===== config.mk =====
export PLATFORM = sky130hd
export DESIGN_NAME = execute
export DESIGN_NICKNAME = d
export VERILOG_FILES = /design/src/verilog/exec_pkg.sv /design/src/verilog/execute.sv /design/src/verilog/exec_result_reg.sv /design/src/verilog/exec_branch_unit.sv /design/src/verilog/exec_alu.sv /design/src/verilog/exec_op_classify.sv
export SDC_FILE = /design/constraint.sdc
export NUM_CORES = 1
export LEC_CHECK = 0
export ABC_AREA = 1
export BUFFER_PORTS_ARGS = -buffer_cell sky130_fd_sc_hd__buf_2
export CAP_MARGIN = 20
export CORE_ASPECT_RATIO = 1.2
export CORE_UTILIZATION = 50
export CTS_CLUSTER_DIAMETER = 150
export DETAILED_ROUTE_END_ITERATION = 8
export GPL_ROUTABILITY_DRIVEN = 1
export HOLD_SLACK_MARGIN = 0.02
export PLACE_DENSITY = 0.69
export SLEW_MARGIN = 25
export SYNTH_ARGS = -nofsm -noshare
export SYNTH_HDL_FRONTEND = slang
export SYNTH_SLANG_ARGS = --single-unit

===== constraint.sdc =====
create_clock -name i_clk -period 4 [get_ports i_clk]
set_input_delay 0.2 -clock i_clk [delete_from_list [all_inputs] [get_ports i_clk]]
set_output_delay 0.2 -clock i_clk [all_outputs]
set_load 0.02 [all_outputs]

===== src/verilog/exec_pkg.sv =====
`default_nettype none

package exec_pkg;

    // datapath widths
    localparam int XLEN    = 32;
    localparam int SHAMT_W = 5;
    localparam int INST_W  = 64;

    // bit positions in the one-hot instruction word
    // bit 0 is the unknown slot, 37 and up are dropped system/fence/csr/lui
    // register-register ops
    localparam int INST_ADD   = 1;
    localparam int INST_SUB   = 2;
    localparam int INST_XOR   = 3;
    localparam int INST_OR    = 4;
    localparam int INST_AND   = 5;
    localparam int INST_SLL   = 6;
    localparam int INST_SRL   = 7;
    localparam int INST_SRA   = 8;
    localparam int INST_SLT   = 9;
    localparam int INST_SLTU  = 10;
    // register-immediate ops
    localparam int INST_ADDI  = 11;
    localparam int INST_XORI  = 12;
    localparam int INST_ORI   = 13;
    localparam int INST_ANDI  = 14;
    localparam int INST_SLLI  = 15;
    localparam int INST_SRLI  = 16;
    localparam int INST_SRAI  = 17;
    localparam int INST_SLTI  = 18;
    localparam int INST_SLTIU = 19;
    // loads, address only
    localparam int INST_LB    = 20;
    localparam int INST_LH    = 21;
    localparam int INST_LW    = 22;
    localparam int INST_LBU   = 23;
    localparam int INST_LHU   = 24;
    // stores, address only
    localparam int INST_SB    = 25;
    localparam int INST_SH    = 26;
    localparam int INST_SW    = 27;
    // conditional branches
    localparam int INST_BEQ   = 28;
    localparam int INST_BNE   = 29;
    localparam int INST_BLT   = 30;
    localparam int INST_BGE   = 31;
    localparam int INST_BLTU  = 32;
    localparam int INST_BGEU  = 33;
    // jumps and pc-relative
    localparam int INST_JAL   = 34;
    localparam int INST_JALR  = 35;
    localparam int INST_AUIPC = 36;

    // alu operation select
    localparam int ALU_OP_W = 4;

    localparam logic [ALU_OP_W-1:0] ALU_ADD       = 4'd0;
    localparam logic [ALU_OP_W-1:0] ALU_SUB       = 4'd1;
    localparam logic [ALU_OP_W-1:0] ALU_XOR       = 4'd2;
    localparam logic [ALU_OP_W-1:0] ALU_OR        = 4'd3;
    localparam logic [ALU_OP_W-1:0] ALU_AND       = 4'd4;
    localparam logic [ALU_OP_W-1:0] ALU_SLL       = 4'd5;
    localparam logic [ALU_OP_W-1:0] ALU_SRL       = 4'd6;
    localparam logic [ALU_OP_W-1:0] ALU_SRA       = 4'd7;
    localparam logic [ALU_OP_W-1:0] ALU_SLT       = 4'd8;
    localparam logic [ALU_OP_W-1:0] ALU_SLTU      = 4'd9;
    // result forced to zero, for branches and unknown words
    localparam logic [ALU_OP_W-1:0] ALU_PASS_ZERO = 4'd15;

    // branch condition select
    localparam int BR_W = 3;

    localparam logic [BR_W-1:0] BR_EQ  = 3'd0;
    localparam logic [BR_W-1:0] BR_NE  = 3'd1;
    localparam logic [BR_W-1:0] BR_LT  = 3'd2;
    localparam logic [BR_W-1:0] BR_GE  = 3'd3;
    localparam logic [BR_W-1:0] BR_LTU = 3'd4;
    localparam logic [BR_W-1:0] BR_GEU = 3'd5;

    // primary result source
    localparam int RES_W = 2;

    localparam logic [RES_W-1:0] RES_ALU    = 2'd0;
    localparam logic [RES_W-1:0] RES_LINK   = 2'd1;
    localparam logic [RES_W-1:0] RES_PC_IMM = 2'd2;

    // return address step for jal/jalr
    localparam logic [XLEN-1:0] LINK_OFFSET = 32'd4;

endpackage

`default_nettype wire

===== src/verilog/execute.sv =====
`timescale 1ns/100ps
`default_nettype none

module execute import exec_pkg::*; (
    input  wire               i_clk,
    input  wire               rst_i,
    // upstream side
    input  wire               valid_i,
    output logic              ready_o,
    input  wire  [INST_W-1:0] inst_i,
    input  wire  [XLEN-1:0]   operand1_i,
    input  wire  [XLEN-1:0]   operand2_i,
    input  wire  [XLEN-1:0]   imm_i,
    input  wire  [XLEN-1:0]   pc_i,
    // downstream side
    output logic              valid_o,
    input  wire               ready_i,
    output logic [XLEN-1:0]   alu_result_o,
    output logic [XLEN-1:0]   target_o,
    output logic              branch_taken_o,
    output logic              jump_o,
    output logic              write_reg_o
);

    logic [ALU_OP_W-1:0] alu_op;
    logic                use_imm;
    logic                is_branch;
    logic [BR_W-1:0]     br_cond;
    logic                is_jump;
    logic                jump_reg;
    logic [RES_W-1:0]    res_src;
    logic                write_en;
    logic [XLEN-1:0]     operand_b;
    logic [XLEN-1:0]     alu_value;
    logic                taken;
    logic [XLEN-1:0]     target;
    logic [XLEN-1:0]     link;
    logic [XLEN-1:0]     pc_imm;
    logic [XLEN-1:0]     result_d;

    // one-hot word to selects
    exec_op_classify u_classify (
        .i_clk       (i_clk),
        .valid_i     (valid_i),
        .inst_i      (inst_i),
        .alu_op_o    (alu_op),
        .use_imm_o   (use_imm),
        .is_branch_o (is_branch),
        .br_cond_o   (br_cond),
        .is_jump_o   (is_jump),
        .jump_reg_o  (jump_reg),
        .res_src_o   (res_src),
        .write_reg_o (write_en)
    );

    // i-type, loads, stores and jalr take the immediate
    assign operand_b = use_imm ? imm_i : operand2_i;

    exec_alu u_alu (
        .op_i     (alu_op),
        .a_i      (operand1_i),
        .b_i      (operand_b),
        .result_o (alu_value)
    );

    // branch compare always sees rs2, never the immediate
    exec_branch_unit u_branch (
        .rs1_i       (operand1_i),
        .rs2_i       (operand2_i),
        .imm_i       (imm_i),
        .pc_i        (pc_i),
        .is_branch_i (is_branch),
        .br_cond_i   (br_cond),
        .is_jump_i   (is_jump),
        .jump_reg_i  (jump_reg),
        .taken_o     (taken),
        .target_o    (target),
        .link_o      (link),
        .pc_imm_o    (pc_imm)
    );

    // primary result mux
    always_comb begin
        case (res_src)
            RES_LINK:   result_d = link;
            RES_PC_IMM: result_d = pc_imm;
            default:    result_d = alu_value;
        endcase
    end

    // one cycle to the outputs
    exec_result_reg u_out (
        .i_clk          (i_clk),
        .rst_i          (rst_i),
        .valid_i        (valid_i),
        .ready_o        (ready_o),
        .valid_o        (valid_o),
        .ready_i        (ready_i),
        .result_d_i     (result_d),
        .target_d_i     (target),
        .taken_d_i      (taken),
        .jump_d_i       (is_jump),
        .write_d_i      (write_en),
        .result_o       (alu_result_o),
        .target_o       (target_o),
        .branch_taken_o (branch_taken_o),
        .jump_o         (jump_o),
        .write_reg_o    (write_reg_o)
    );

endmodule

`default_nettype wire


===== src/verilog/exec_result_reg.sv =====
`timescale 1ns/100ps
`default_nettype none

module exec_result_reg import exec_pkg::*; (
    input  wire             i_clk,
    input  wire             rst_i,
    input  wire             valid_i,
    output logic            ready_o,
    output logic            valid_o,
    input  wire             ready_i,
    input  wire  [XLEN-1:0] result_d_i,
    input  wire  [XLEN-1:0] target_d_i,
    input  wire             taken_d_i,
    input  wire             jump_d_i,
    input  wire             write_d_i,
    output logic [XLEN-1:0] result_o,
    output logic [XLEN-1:0] target_o,
    output logic            branch_taken_o,
    output logic            jump_o,
    output logic            write_reg_o
);

    logic load;

    // single slot, refilled in the cycle it drains
    assign ready_o = !valid_o || ready_i;
    assign load    = valid_i && ready_o;

    always_ff @(posedge i_clk) begin
        if (rst_i) begin
            valid_o <= 1'b0;
        end else if (ready_o) begin
            valid_o <= valid_i;
        end
    end

    // fields only move on an accepted transfer
    always_ff @(posedge i_clk) begin
        if (rst_i) begin
            result_o       <= '0;
            target_o       <= '0;
            branch_taken_o <= 1'b0;
            jump_o         <= 1'b0;
            write_reg_o    <= 1'b0;
        end else if (load) begin
            result_o       <= result_d_i;
            target_o       <= target_d_i;
            branch_taken_o <= taken_d_i;
            jump_o         <= jump_d_i;
            write_reg_o    <= write_d_i;
        end
    end

    // stalled item must not change before the consumer takes it
    hold_under_stall_a: assert property (@(posedge i_clk) disable iff (rst_i)
        valid_o && !ready_i |=> valid_o && $stable(result_o) && $stable(target_o) &&
            $stable(branch_taken_o) && $stable(jump_o) && $stable(write_reg_o))
        else $error("execute: output changed while stalled");

endmodule

`default_nettype wire


===== src/verilog/exec_branch_unit.sv =====
`timescale 1ns/100ps
`default_nettype none

module exec_branch_unit import exec_pkg::*; (
    input  wire  [XLEN-1:0] rs1_i,
    input  wire  [XLEN-1:0] rs2_i,
    input  wire  [XLEN-1:0] imm_i,
    input  wire  [XLEN-1:0] pc_i,
    input  wire             is_branch_i,
    input  wire  [BR_W-1:0] br_cond_i,
    input  wire             is_jump_i,
    input  wire             jump_reg_i,
    output logic            taken_o,
    output logic [XLEN-1:0] target_o,
    output logic [XLEN-1:0] link_o,
    output logic [XLEN-1:0] pc_imm_o
);

    logic            eq;
    logic            lt_s;
    logic            lt_u;
    logic            cond_met;
    logic [XLEN-1:0] rs1_imm;

    // operand compares
    assign eq   = rs1_i == rs2_i;
    assign lt_s = $signed(rs1_i) < $signed(rs2_i);
    assign lt_u = rs1_i < rs2_i;

    always_comb begin
        case (br_cond_i)
            BR_EQ:   cond_met = eq;
            BR_NE:   cond_met = !eq;
            BR_LT:   cond_met = lt_s;
            BR_GE:   cond_met = !lt_s;
            BR_LTU:  cond_met = lt_u;
            BR_GEU:  cond_met = !lt_u;
            default: cond_met = 1'b0;
        endcase
    end

    // non-branch words never report taken
    assign taken_o = is_branch_i & cond_met;

    // pc relative sum, also the auipc result
    assign pc_imm_o = pc_i + imm_i;
    assign rs1_imm  = rs1_i + imm_i;

    // return address for jal/jalr
    assign link_o = pc_i + LINK_OFFSET;

    // jalr goes register relative, other control flow pc relative
    always_comb begin
        if (jump_reg_i) begin
            target_o = rs1_imm;
        end else if (is_branch_i || is_jump_i) begin
            target_o = pc_imm_o;
        end else begin
            // plain alu and address ops
            target_o = '0;
        end
    end

endmodule

`default_nettype wire


===== src/verilog/exec_alu.sv =====
`timescale 1ns/100ps
`default_nettype none

module exec_alu import exec_pkg::*; (
    input  wire  [ALU_OP_W-1:0] op_i,
    input  wire  [XLEN-1:0]     a_i,
    input  wire  [XLEN-1:0]     b_i,
    output logic [XLEN-1:0]     result_o
);

    logic [SHAMT_W-1:0] shamt;
    logic               lt_signed;
    logic               lt_unsigned;
    logic [XLEN-1:0]    sum;
    logic [XLEN-1:0]    diff;

    // only the low five bits shift, as in rv32i
    assign shamt = b_i[SHAMT_W-1:0];

    // set-less-than compares
    assign lt_signed   = $signed(a_i) < $signed(b_i);
    assign lt_unsigned = a_i < b_i;

    assign sum  = a_i + b_i;
    assign diff = a_i - b_i;

    always_comb begin
        case (op_i)
            ALU_ADD: begin
                result_o = sum;
            end
            ALU_SUB: begin
                result_o = diff;
            end
            // bitwise
            ALU_XOR: begin
                result_o = a_i ^ b_i;
            end
            ALU_OR: begin
                result_o = a_i | b_i;
            end
            ALU_AND: begin
                result_o = a_i & b_i;
            end
            // shifts
            ALU_SLL: begin
                result_o = a_i << shamt;
            end
            ALU_SRL: begin
                result_o = a_i >> shamt;
            end
            ALU_SRA: begin
                // sign bit fills from the left
                result_o = $unsigned($signed(a_i) >>> shamt);
            end
            // compare result in bit 0
            ALU_SLT: begin
                result_o = {{(XLEN-1){1'b0}}, lt_signed};
            end
            ALU_SLTU: begin
                result_o = {{(XLEN-1){1'b0}}, lt_unsigned};
            end
            // ALU_PASS_ZERO and unused codes
            default: begin
                result_o = '0;
            end
        endcase
    end

endmodule

`default_nettype wire


===== src/verilog/exec_op_classify.sv =====
`timescale 1ns/100ps
`default_nettype none

module exec_op_classify import exec_pkg::*; (
    input  wire                i_clk,
    input  wire                valid_i,
    input  wire [INST_W-1:0]   inst_i,
    output logic [ALU_OP_W-1:0] alu_op_o,
    output logic               use_imm_o,
    output logic               is_branch_o,
    output logic [BR_W-1:0]    br_cond_o,
    output logic               is_jump_o,
    output logic               jump_reg_o,
    output logic [RES_W-1:0]   res_src_o,
    output logic               write_reg_o
);

    logic rr_grp;
    logic ri_grp;
    logic ld_grp;
    logic st_grp;
    logic br_grp;

    // instruction groups
    assign rr_grp = inst_i[INST_ADD] | inst_i[INST_SUB] | inst_i[INST_XOR] |
                    inst_i[INST_OR] | inst_i[INST_AND] | inst_i[INST_SLL] |
                    inst_i[INST_SRL] | inst_i[INST_SRA] | inst_i[INST_SLT] |
                    inst_i[INST_SLTU];
    assign ri_grp = inst_i[INST_ADDI] | inst_i[INST_XORI] | inst_i[INST_ORI] |
                    inst_i[INST_ANDI] | inst_i[INST_SLLI] | inst_i[INST_SRLI] |
                    inst_i[INST_SRAI] | inst_i[INST_SLTI] | inst_i[INST_SLTIU];
    assign ld_grp = inst_i[INST_LB] | inst_i[INST_LH] | inst_i[INST_LW] |
                    inst_i[INST_LBU] | inst_i[INST_LHU];
    assign st_grp = inst_i[INST_SB] | inst_i[INST_SH] | inst_i[INST_SW];
    assign br_grp = inst_i[INST_BEQ] | inst_i[INST_BNE] | inst_i[INST_BLT] |
                    inst_i[INST_BGE] | inst_i[INST_BLTU] | inst_i[INST_BGEU];

    // alu op per set bit, address generation and jalr share the adder
    always_comb begin
        case (1'b1)
            inst_i[INST_ADD], inst_i[INST_ADDI], ld_grp, st_grp, inst_i[INST_JALR]:
                alu_op_o = ALU_ADD;
            inst_i[INST_SUB]:                       alu_op_o = ALU_SUB;
            inst_i[INST_XOR], inst_i[INST_XORI]:    alu_op_o = ALU_XOR;
            inst_i[INST_OR], inst_i[INST_ORI]:      alu_op_o = ALU_OR;
            inst_i[INST_AND], inst_i[INST_ANDI]:    alu_op_o = ALU_AND;
            inst_i[INST_SLL], inst_i[INST_SLLI]:    alu_op_o = ALU_SLL;
            inst_i[INST_SRL], inst_i[INST_SRLI]:    alu_op_o = ALU_SRL;
            inst_i[INST_SRA], inst_i[INST_SRAI]:    alu_op_o = ALU_SRA;
            inst_i[INST_SLT], inst_i[INST_SLTI]:    alu_op_o = ALU_SLT;
            inst_i[INST_SLTU], inst_i[INST_SLTIU]:  alu_op_o = ALU_SLTU;
            // branches, unknown, dropped and zero word
            default:                                alu_op_o = ALU_PASS_ZERO;
        endcase
    end

    // compare kind, only looked at when is_branch_o is set
    always_comb begin
        case (1'b1)
            inst_i[INST_BNE]:  br_cond_o = BR_NE;
            inst_i[INST_BLT]:  br_cond_o = BR_LT;
            inst_i[INST_BGE]:  br_cond_o = BR_GE;
            inst_i[INST_BLTU]: br_cond_o = BR_LTU;
            inst_i[INST_BGEU]: br_cond_o = BR_GEU;
            default:           br_cond_o = BR_EQ;
        endcase
    end

    // operand b from immediate
    assign use_imm_o   = ri_grp | ld_grp | st_grp | inst_i[INST_JALR];
    assign is_branch_o = br_grp;
    assign is_jump_o   = inst_i[INST_JAL] | inst_i[INST_JALR];
    assign jump_reg_o  = inst_i[INST_JALR];

    // jumps return the link, auipc returns pc+imm
    assign res_src_o = is_jump_o          ? RES_LINK   :
                       inst_i[INST_AUIPC] ? RES_PC_IMM : RES_ALU;

    // stores, branches and unknown words write nothing
    assign write_reg_o = rr_grp | ri_grp | ld_grp | is_jump_o | inst_i[INST_AUIPC];

    // decoder must hand over a single instruction bit or none
    inst_onehot_a: assert property (@(posedge i_clk) valid_i |-> $onehot0(inst_i))
        else $error("execute: instruction word not one-hot: %h", inst_i);

endmodule

`default_nettype wire


; ---- Yosys cells after proc, flatten, opt, wreduce, memory -nomap -nowiden
; Cells that the tools add are included.
[op_classes]
n_addsub = 5
n_bitwise = 40
n_reduce_logical = 18
muxes = 23
n_shift = 3
n_eq_ne = 17
magnitude_cmp = 4
[op_table]
columns = cell, n
row1 = $pmux 32 s10, 1
row2 = $lt 32x32->1, 4
row3 = $add 32x32->32, 3
row4 = $mux 32, 3
row5 = $pmux 32 s2, 1
row6 = $mux 4, 9
row7 = $or 1x1->1, 36
row8 = $add 32x3->32 const B, 1
row9 = $and 32x32->32, 1
row10 = $eq 32x32->1, 1
row11 = $or 32x32->32, 1
row12 = $shl 32x5->32, 1
row13 = $shr 32x5->32, 1
row14 = $sshr 32x5->32, 1
row15 = $sub 32x32->32, 1
row16 = $xor 32x32->32, 1
row17 = $mux 3, 6
row18 = $eq 4x3->1 const B, 4
row19 = $reduce_or 2->1, 8
row20 = $eq 4x2->1 const B, 2
row21 = $eq 4x4->1 const B, 2
row22 = $eq 3x2->1 const B, 2
row23 = $eq 3x3->1 const B, 2
row24 = $pmux 1 s6, 1
row25 = 12 further kinds, 17
[totals]
register_bits = 68
word_cells = 116

; ---- Depth between registers and ports, before layout
[depth]
word_depth = 15
depth_mapped = 29
depth_no_buf = 27

; ---- Modules after synthesis
; From an unflattened synthesis, not the netlist that was laid out.
[unflattened]
hier_cells = 3947
hier_area_um2 = 20858.8
[modules_own_cells]
columns = mod, cells_each, area_per_inst_um2, n_inst
row1 = exec_alu, 2087, 10321.1, 1
row2 = exec_branch_unit, 1034, 5828.1, 1
row3 = exec_result_reg, 444, 3045.4, 1
row4 = execute, 313, 1335.0, 1
row5 = exec_op_classify, 69, 329.1, 1

; ---- Worst setup path before layout
; Ideal clock, no wire load.
[synth_timing]
path_kind = input -> register
start = input port inst_i[27]
end = register u_out.result_o[22]
setup_slack_ns = 0.502
cell_stages = 26
path_buffers = 1
setup_time_ns = 0.119
t_arrival_ns = 3.379
required_ns = 3.881
cell_sequence = nor2_1 nand2_2 nor2_8 nand3_1 nand2_2 buf_4 ha_1 inv_1 fa_1 inv_1 nand2_1 a21oi_1 a21boi_0 o21ai_0 nand2_1 o211ai_1 nand2_1 nand2_1 inv_1 or2_2 nand3_1 nand2_1 nor2_1 nand2_1 nand2_1 a21oi_1
[synth_between]
elab_chain_cells = 7
word_cells_on_any_way = 26
classes_between = 2 x add/sub / 9 x eq/ne / 3 x shift / 4 x mux / 6 x bitwise / 2 x reduce/logical
[synth_rtl]
columns = element, line_no
row1 = start: declaration, execute.sv:10  ; input wire [INST_W-1:0] inst_i,
row2 = $or 1x1->1 (*), exec_op_classify.sv:34  ; assign st_grp = inst_i[INST_SB] | inst_i[INST_SH] | inst_i[INST_SW];
row3 = $or 1x1->1 (2 in a row), exec_op_classify.sv:70  ; assign use_imm_o = ri_grp | ld_grp | st_grp | inst_i[INST_JALR];
row4 = $mux 32, execute.sv:57  ; assign operand_b = use_imm ? imm_i : operand2_i;
row5 = $sub 32x32->32 (tied with other cells), exec_alu.sv:25  ; assign diff = a_i - b_i;
row6 = $pmux 32 s10 (*), exec_alu.sv:28  ; case (op_i)
row7 = $pmux 32 s2 (*), execute.sv:84  ; case (res_src)
row8 = end signal: assignment, exec_result_reg.sv:46  ; result_o <= result_d_i;
row9 = end: declaration, exec_result_reg.sv:16  ; output logic [XLEN-1:0] result_o,
; Mark *: on every way between the ends. The rest lies on a longest branch, timed or not.
; A chain may end at the register's enable or synchronous reset.

; ---- Worst setup path after layout
[layout_timing]
start = input port inst_i[16]
end = register u_out.result_o[3]
[layout_between]
elab_chain_cells = 11
word_cells_on_any_way = 36
classes_between = 2 x add/sub / 9 x eq/ne / 3 x shift / 10 x mux / 10 x bitwise / 2 x reduce/logical
[layout_rtl]
columns = element, line_no
row1 = $or 1x1->1 or $reduce_or 2->1 (tied branches), "exec_op_classify.sv:30, exec_op_classify.sv:40"
row2 = $or 1x1->1 or $mux 4 (tied branches), "exec_op_classify.sv:30, exec_op_classify.sv:40"
row3 = $or 1x1->1 or $mux 4 (tied branches) (2 in a row), "exec_op_classify.sv:31, exec_op_classify.sv:40"
row4 = $or 1x1->1 or $mux 4 (tied branches) (3 in a row), "exec_op_classify.sv:70, exec_op_classify.sv:40"
row5 = $mux 32 or $mux 4 (tied branches), "execute.sv:57, exec_op_classify.sv:40"
row6 = $sub 32x32->32 (tied with other cells), exec_alu.sv:25
row7 = $pmux 32 s10 (*), exec_alu.sv:28
row8 = $pmux 32 s2 (*), execute.sv:84
; Marked as above.

==> impl_metrics.env <==
export IMPL_cts_root_buf="clkbuf_16"
export IMPL_power_switching_mw=2.302
export IMPL_ys_seq_area_share_pct=7.561
export IMPL_cts_tree="done"
export IMPL_arrival_ps=4190
export IMPL_grtUsageTotal_pct=48.41
export IMPL_grt_pass1_wl_um=135300
export IMPL_ys_warn_count=0
export IMPL_fin_area_um2=20780
export IMPL_ir_drop_v=0.0004662
export IMPL_rsz0062_at_grt="no"
export IMPL_rrSetupSlack_ps=1650
export IMPL_cp_end_kind="flip-flop"
export IMPL_syn_avg_cell_area_um2=5.355
export IMPL_status="finished clean"
export IMPL_power_frac_comb_pct=61.9
export IMPL_finalCritPeriodShare_pct=97.37
export IMPL_netSwitchingFraction_pct=50.30
export IMPL_synth_distinct_cells=65
export IMPL_synth_edf_count=0
export IMPL_total_leakage_power_nw=11.16
export IMPL_syn_inst=3362
export IMPL_synthesis_nets=3749
export IMPL_die_h_um=209.9
export IMPL_firstDrtPassIters=7
export IMPL_min_path_cells=4
export IMPL_htreeDepth=3
export IMPL_final_common_cell="nand2_1"
export IMPL_reg2regPathDepth=8
export IMPL_placed_area_um2=20430
export IMPL_required_ps=4290
export IMPL_cts_setup_buffers=0
export IMPL_gr_total_overflow=0
export IMPL_ys_async_sr_fraction_pct=0
export IMPL_finalWirelength_um=91440
export IMPL_max_slew_worst_pin_slew_ps=984.2
export IMPL_gp_congestion=1.082
export IMPL_slew_violations=0
export IMPL_wl_per_cell_um=22.26
export IMPL_maxSlewHeadroom_pct=33.69
export IMPL_via_per_inst=6.172
export IMPL_intPower_mw=2.274
export IMPL_vias=25348
export IMPL_grt_max_degree=75
export IMPL_drc_errors=0
export IMPL_fp_coreArea_um2=35190
export IMPL_worstPathMaxFanout=74
export IMPL_seqPwrFrac_pct=16.9
export IMPL_cap_viol_max_count=0
export IMPL_ant_nets=0
export IMPL_fin_nets=4026
export IMPL_core_rowCount=75
export IMPL_clock_latency_ps=370
export IMPL_hold_viol=0
export IMPL_finalSetupViolations=0
export IMPL_crit_type="in2reg"
export IMPL_area_delta_synth_final_pct=15.43
export IMPL_powerDensity_nw_per_um2=220.2
export IMPL_seq_area_um2=1361
export IMPL_cts_buffers=9
export IMPL_portBuffers=236
export IMPL_finClkSkew_ps=14.17
export IMPL_antenna_found_initial=2
export IMPL_drive_gt1_share_pct=13.25
export IMPL_worst_slack_ps=105.3
export IMPL_period_minus_slack_ps=3895
export IMPL_max_clock_freq_mhz=256.8
export IMPL_holdWs_ps=153.0
export IMPL_r2r_start="u_out.valid_o"
export IMPL_grt_pass1_vias=23917
export IMPL_worstReg2RegEnd="u_out.target_o[17]"
export IMPL_dp_slack_ps=-53.96
export IMPL_start_util_pct=51.16
export IMPL_synth_ff_type="dfxtp_1"
export IMPL_clockBufferDepth=2
export IMPL_pwr_share_clk_pct=21.1
export IMPL_crit_end="u_out.result_o[3]"
export IMPL_numClockSinks=68
export IMPL_hp_class="in2reg"
export IMPL_multi_input_area_um2=14490
export IMPL_drtIter0Drc=2946
export IMPL_clkTransAtPathRegs_ps=60
export IMPL_startpoint="inst_i[16]"
export IMPL_yosys_register_bits=68
export IMPL_die_area_um2=36780
export IMPL_fillers=3670
export IMPL_start_kind="primary input"
export IMPL_die_width_um=175.2
export IMPL_dp_hpwl_um=75500
export IMPL_synthesis_area_um2=18000
export IMPL_ios=265
export IMPL_final_cell_mix="nand2_1, nand3_1, inv_1"
-- final cells by class --
class	count	area share, %
multi-input combinational	2739	69.69
timing repair buffer	389	11.51
inverter	432	7.808
sequential	68	6.550
tap	462	2.781
clock buffer	10	1.102
clock inverter	6	0.5418
antenna	1	0.01204
-- logic make-up (layout without fill, tap and decap cells) --
| group | count (synthesis) | count (layout) | share of synthesized area (%) |
|---|---|---|---|
| XOR/XNOR | 44 | 44 | 2.140 |
| other | 0 | 1 | 0 |
| buffers and inverters | 555 | 837 | 12.08 |
| flip-flops | 68 | 68 | 7.561 |
| AO/OA/AOI/OAI | 656 | 656 | 20.30 |
| AND/OR/NAND/NOR | 1848 | 1848 | 44.52 |
| adder cells (fa/ha/maj) | 191 | 191 | 13.40 |
-- power by group through the flow --
| stage | clock network (mW) | registers (mW) | logic [mW] |
|---|---|---|---|
| after floorplan | 0 | 0.860 | 1.60 |
| after global placement | 0 | 0.783 | 2.64 |
| after detailed placement | 0 | 0.786 | 2.70 |
| after CTS | 0.961 | 0.773 | 2.71 |
| after global routing | 0.980 | 0.780 | 3.04 |
| final | 0.967 | 0.775 | 2.83 |
-- worst min path at each step --
stage / slack, ps / end / start
finish: 150 / u_out.valid_o / ready_i
global route: 190 / u_out.valid_o / ready_i
CTS: 140 / u_out.valid_o / ready_i
detailed placement: 460 / u_out.result_o[15] / u_out.result_o[15]
global placement: 450 / u_out.branch_taken_o / u_out.branch_taken_o
floorplan: 360 / u_out.write_reg_o / inst_i[4]
-- through the flow --
step                power [mW]  util (%)  cells  setup TNS, ps
floorplan                2.462         -   3362              0
global placement         3.427     58.07   4090         -2.338
detailed placement       3.482     58.07   4090         -53.96
CTS                      4.445     59.04   4106              0
global route             4.803     59.05   4106              0
finish                   4.576     59.06   4107              0
-- layer usage --
layer / part of all wire (%) / up-vias / GRT usage, %
li1: - / 11771 / -
met1: 36 / 11405 / 54.89
met2: 45 / 1755 / 81.14
met3: 11 / 415 / 9.130
met4: 8.4 / 2 / 34.90
met5: 0.0087 / - / 0
-- registers in the layout (all words and copies together) (netlist names) --
register,flops
u_out.valid_o,1
u_out.jump_o,1
u_out.target_o,32
u_out.result_o,32
u_out.branch_taken_o,1
u_out.write_reg_o,1
-- Yosys cell counts, types with 15 or more instances --
cell | n | area share [%]
nand3b_1 | 15 | 0.63
nand2_1 | 890 | 19
inv_2 | 16 | 0.33
nor3_1 | 40 | 1.1
o21ai_0 | 214 | 5.9
xnor2_1 | 15 | 0.73
nand4_1 | 39 | 1.4
ha_1 | 188 | 13
a21oi_1 | 268 | 7.4
a31oi_1 | 18 | 0.63
clkbuf_1 | 61 | 1.3
o21ai_1 | 26 | 0.72
xor2_1 | 29 | 1.4
buf_2 | 38 | 1.1
o211ai_1 | 45 | 1.9
dfxtp_1 | 68 | 7.6
buf_1 | 15 | 0.31
or2_2 | 26 | 0.90
o22ai_1 | 18 | 0.63
nor2_1 | 319 | 6.7
nand3_1 | 461 | 13
inv_1 | 411 | 8.6
-- critical path, cell delays in order --
cell and delay (ps):
buf_2 110, nor2_1 100, nand3_1 130, nor2_4 140, buf_12 130, nand2_4 130, buf_4 190, nand2_2 70
nand2_2 80, inv_2 80, buf_4 570, nand3_1 140, o21ai_1 180, nand2_1 110, nand3_1 140, o21ai_1 100
o21ai_0 770, nand2_1 110, nand3_1 350, a21oi_1 130, nor2_1 130
-- timing repair --
action,CTS,global route
gates resized for setup,0,1
endpoints found under the setup margin,0,1
hold buffers,0,0
Power figures use the tool's default switching activity.
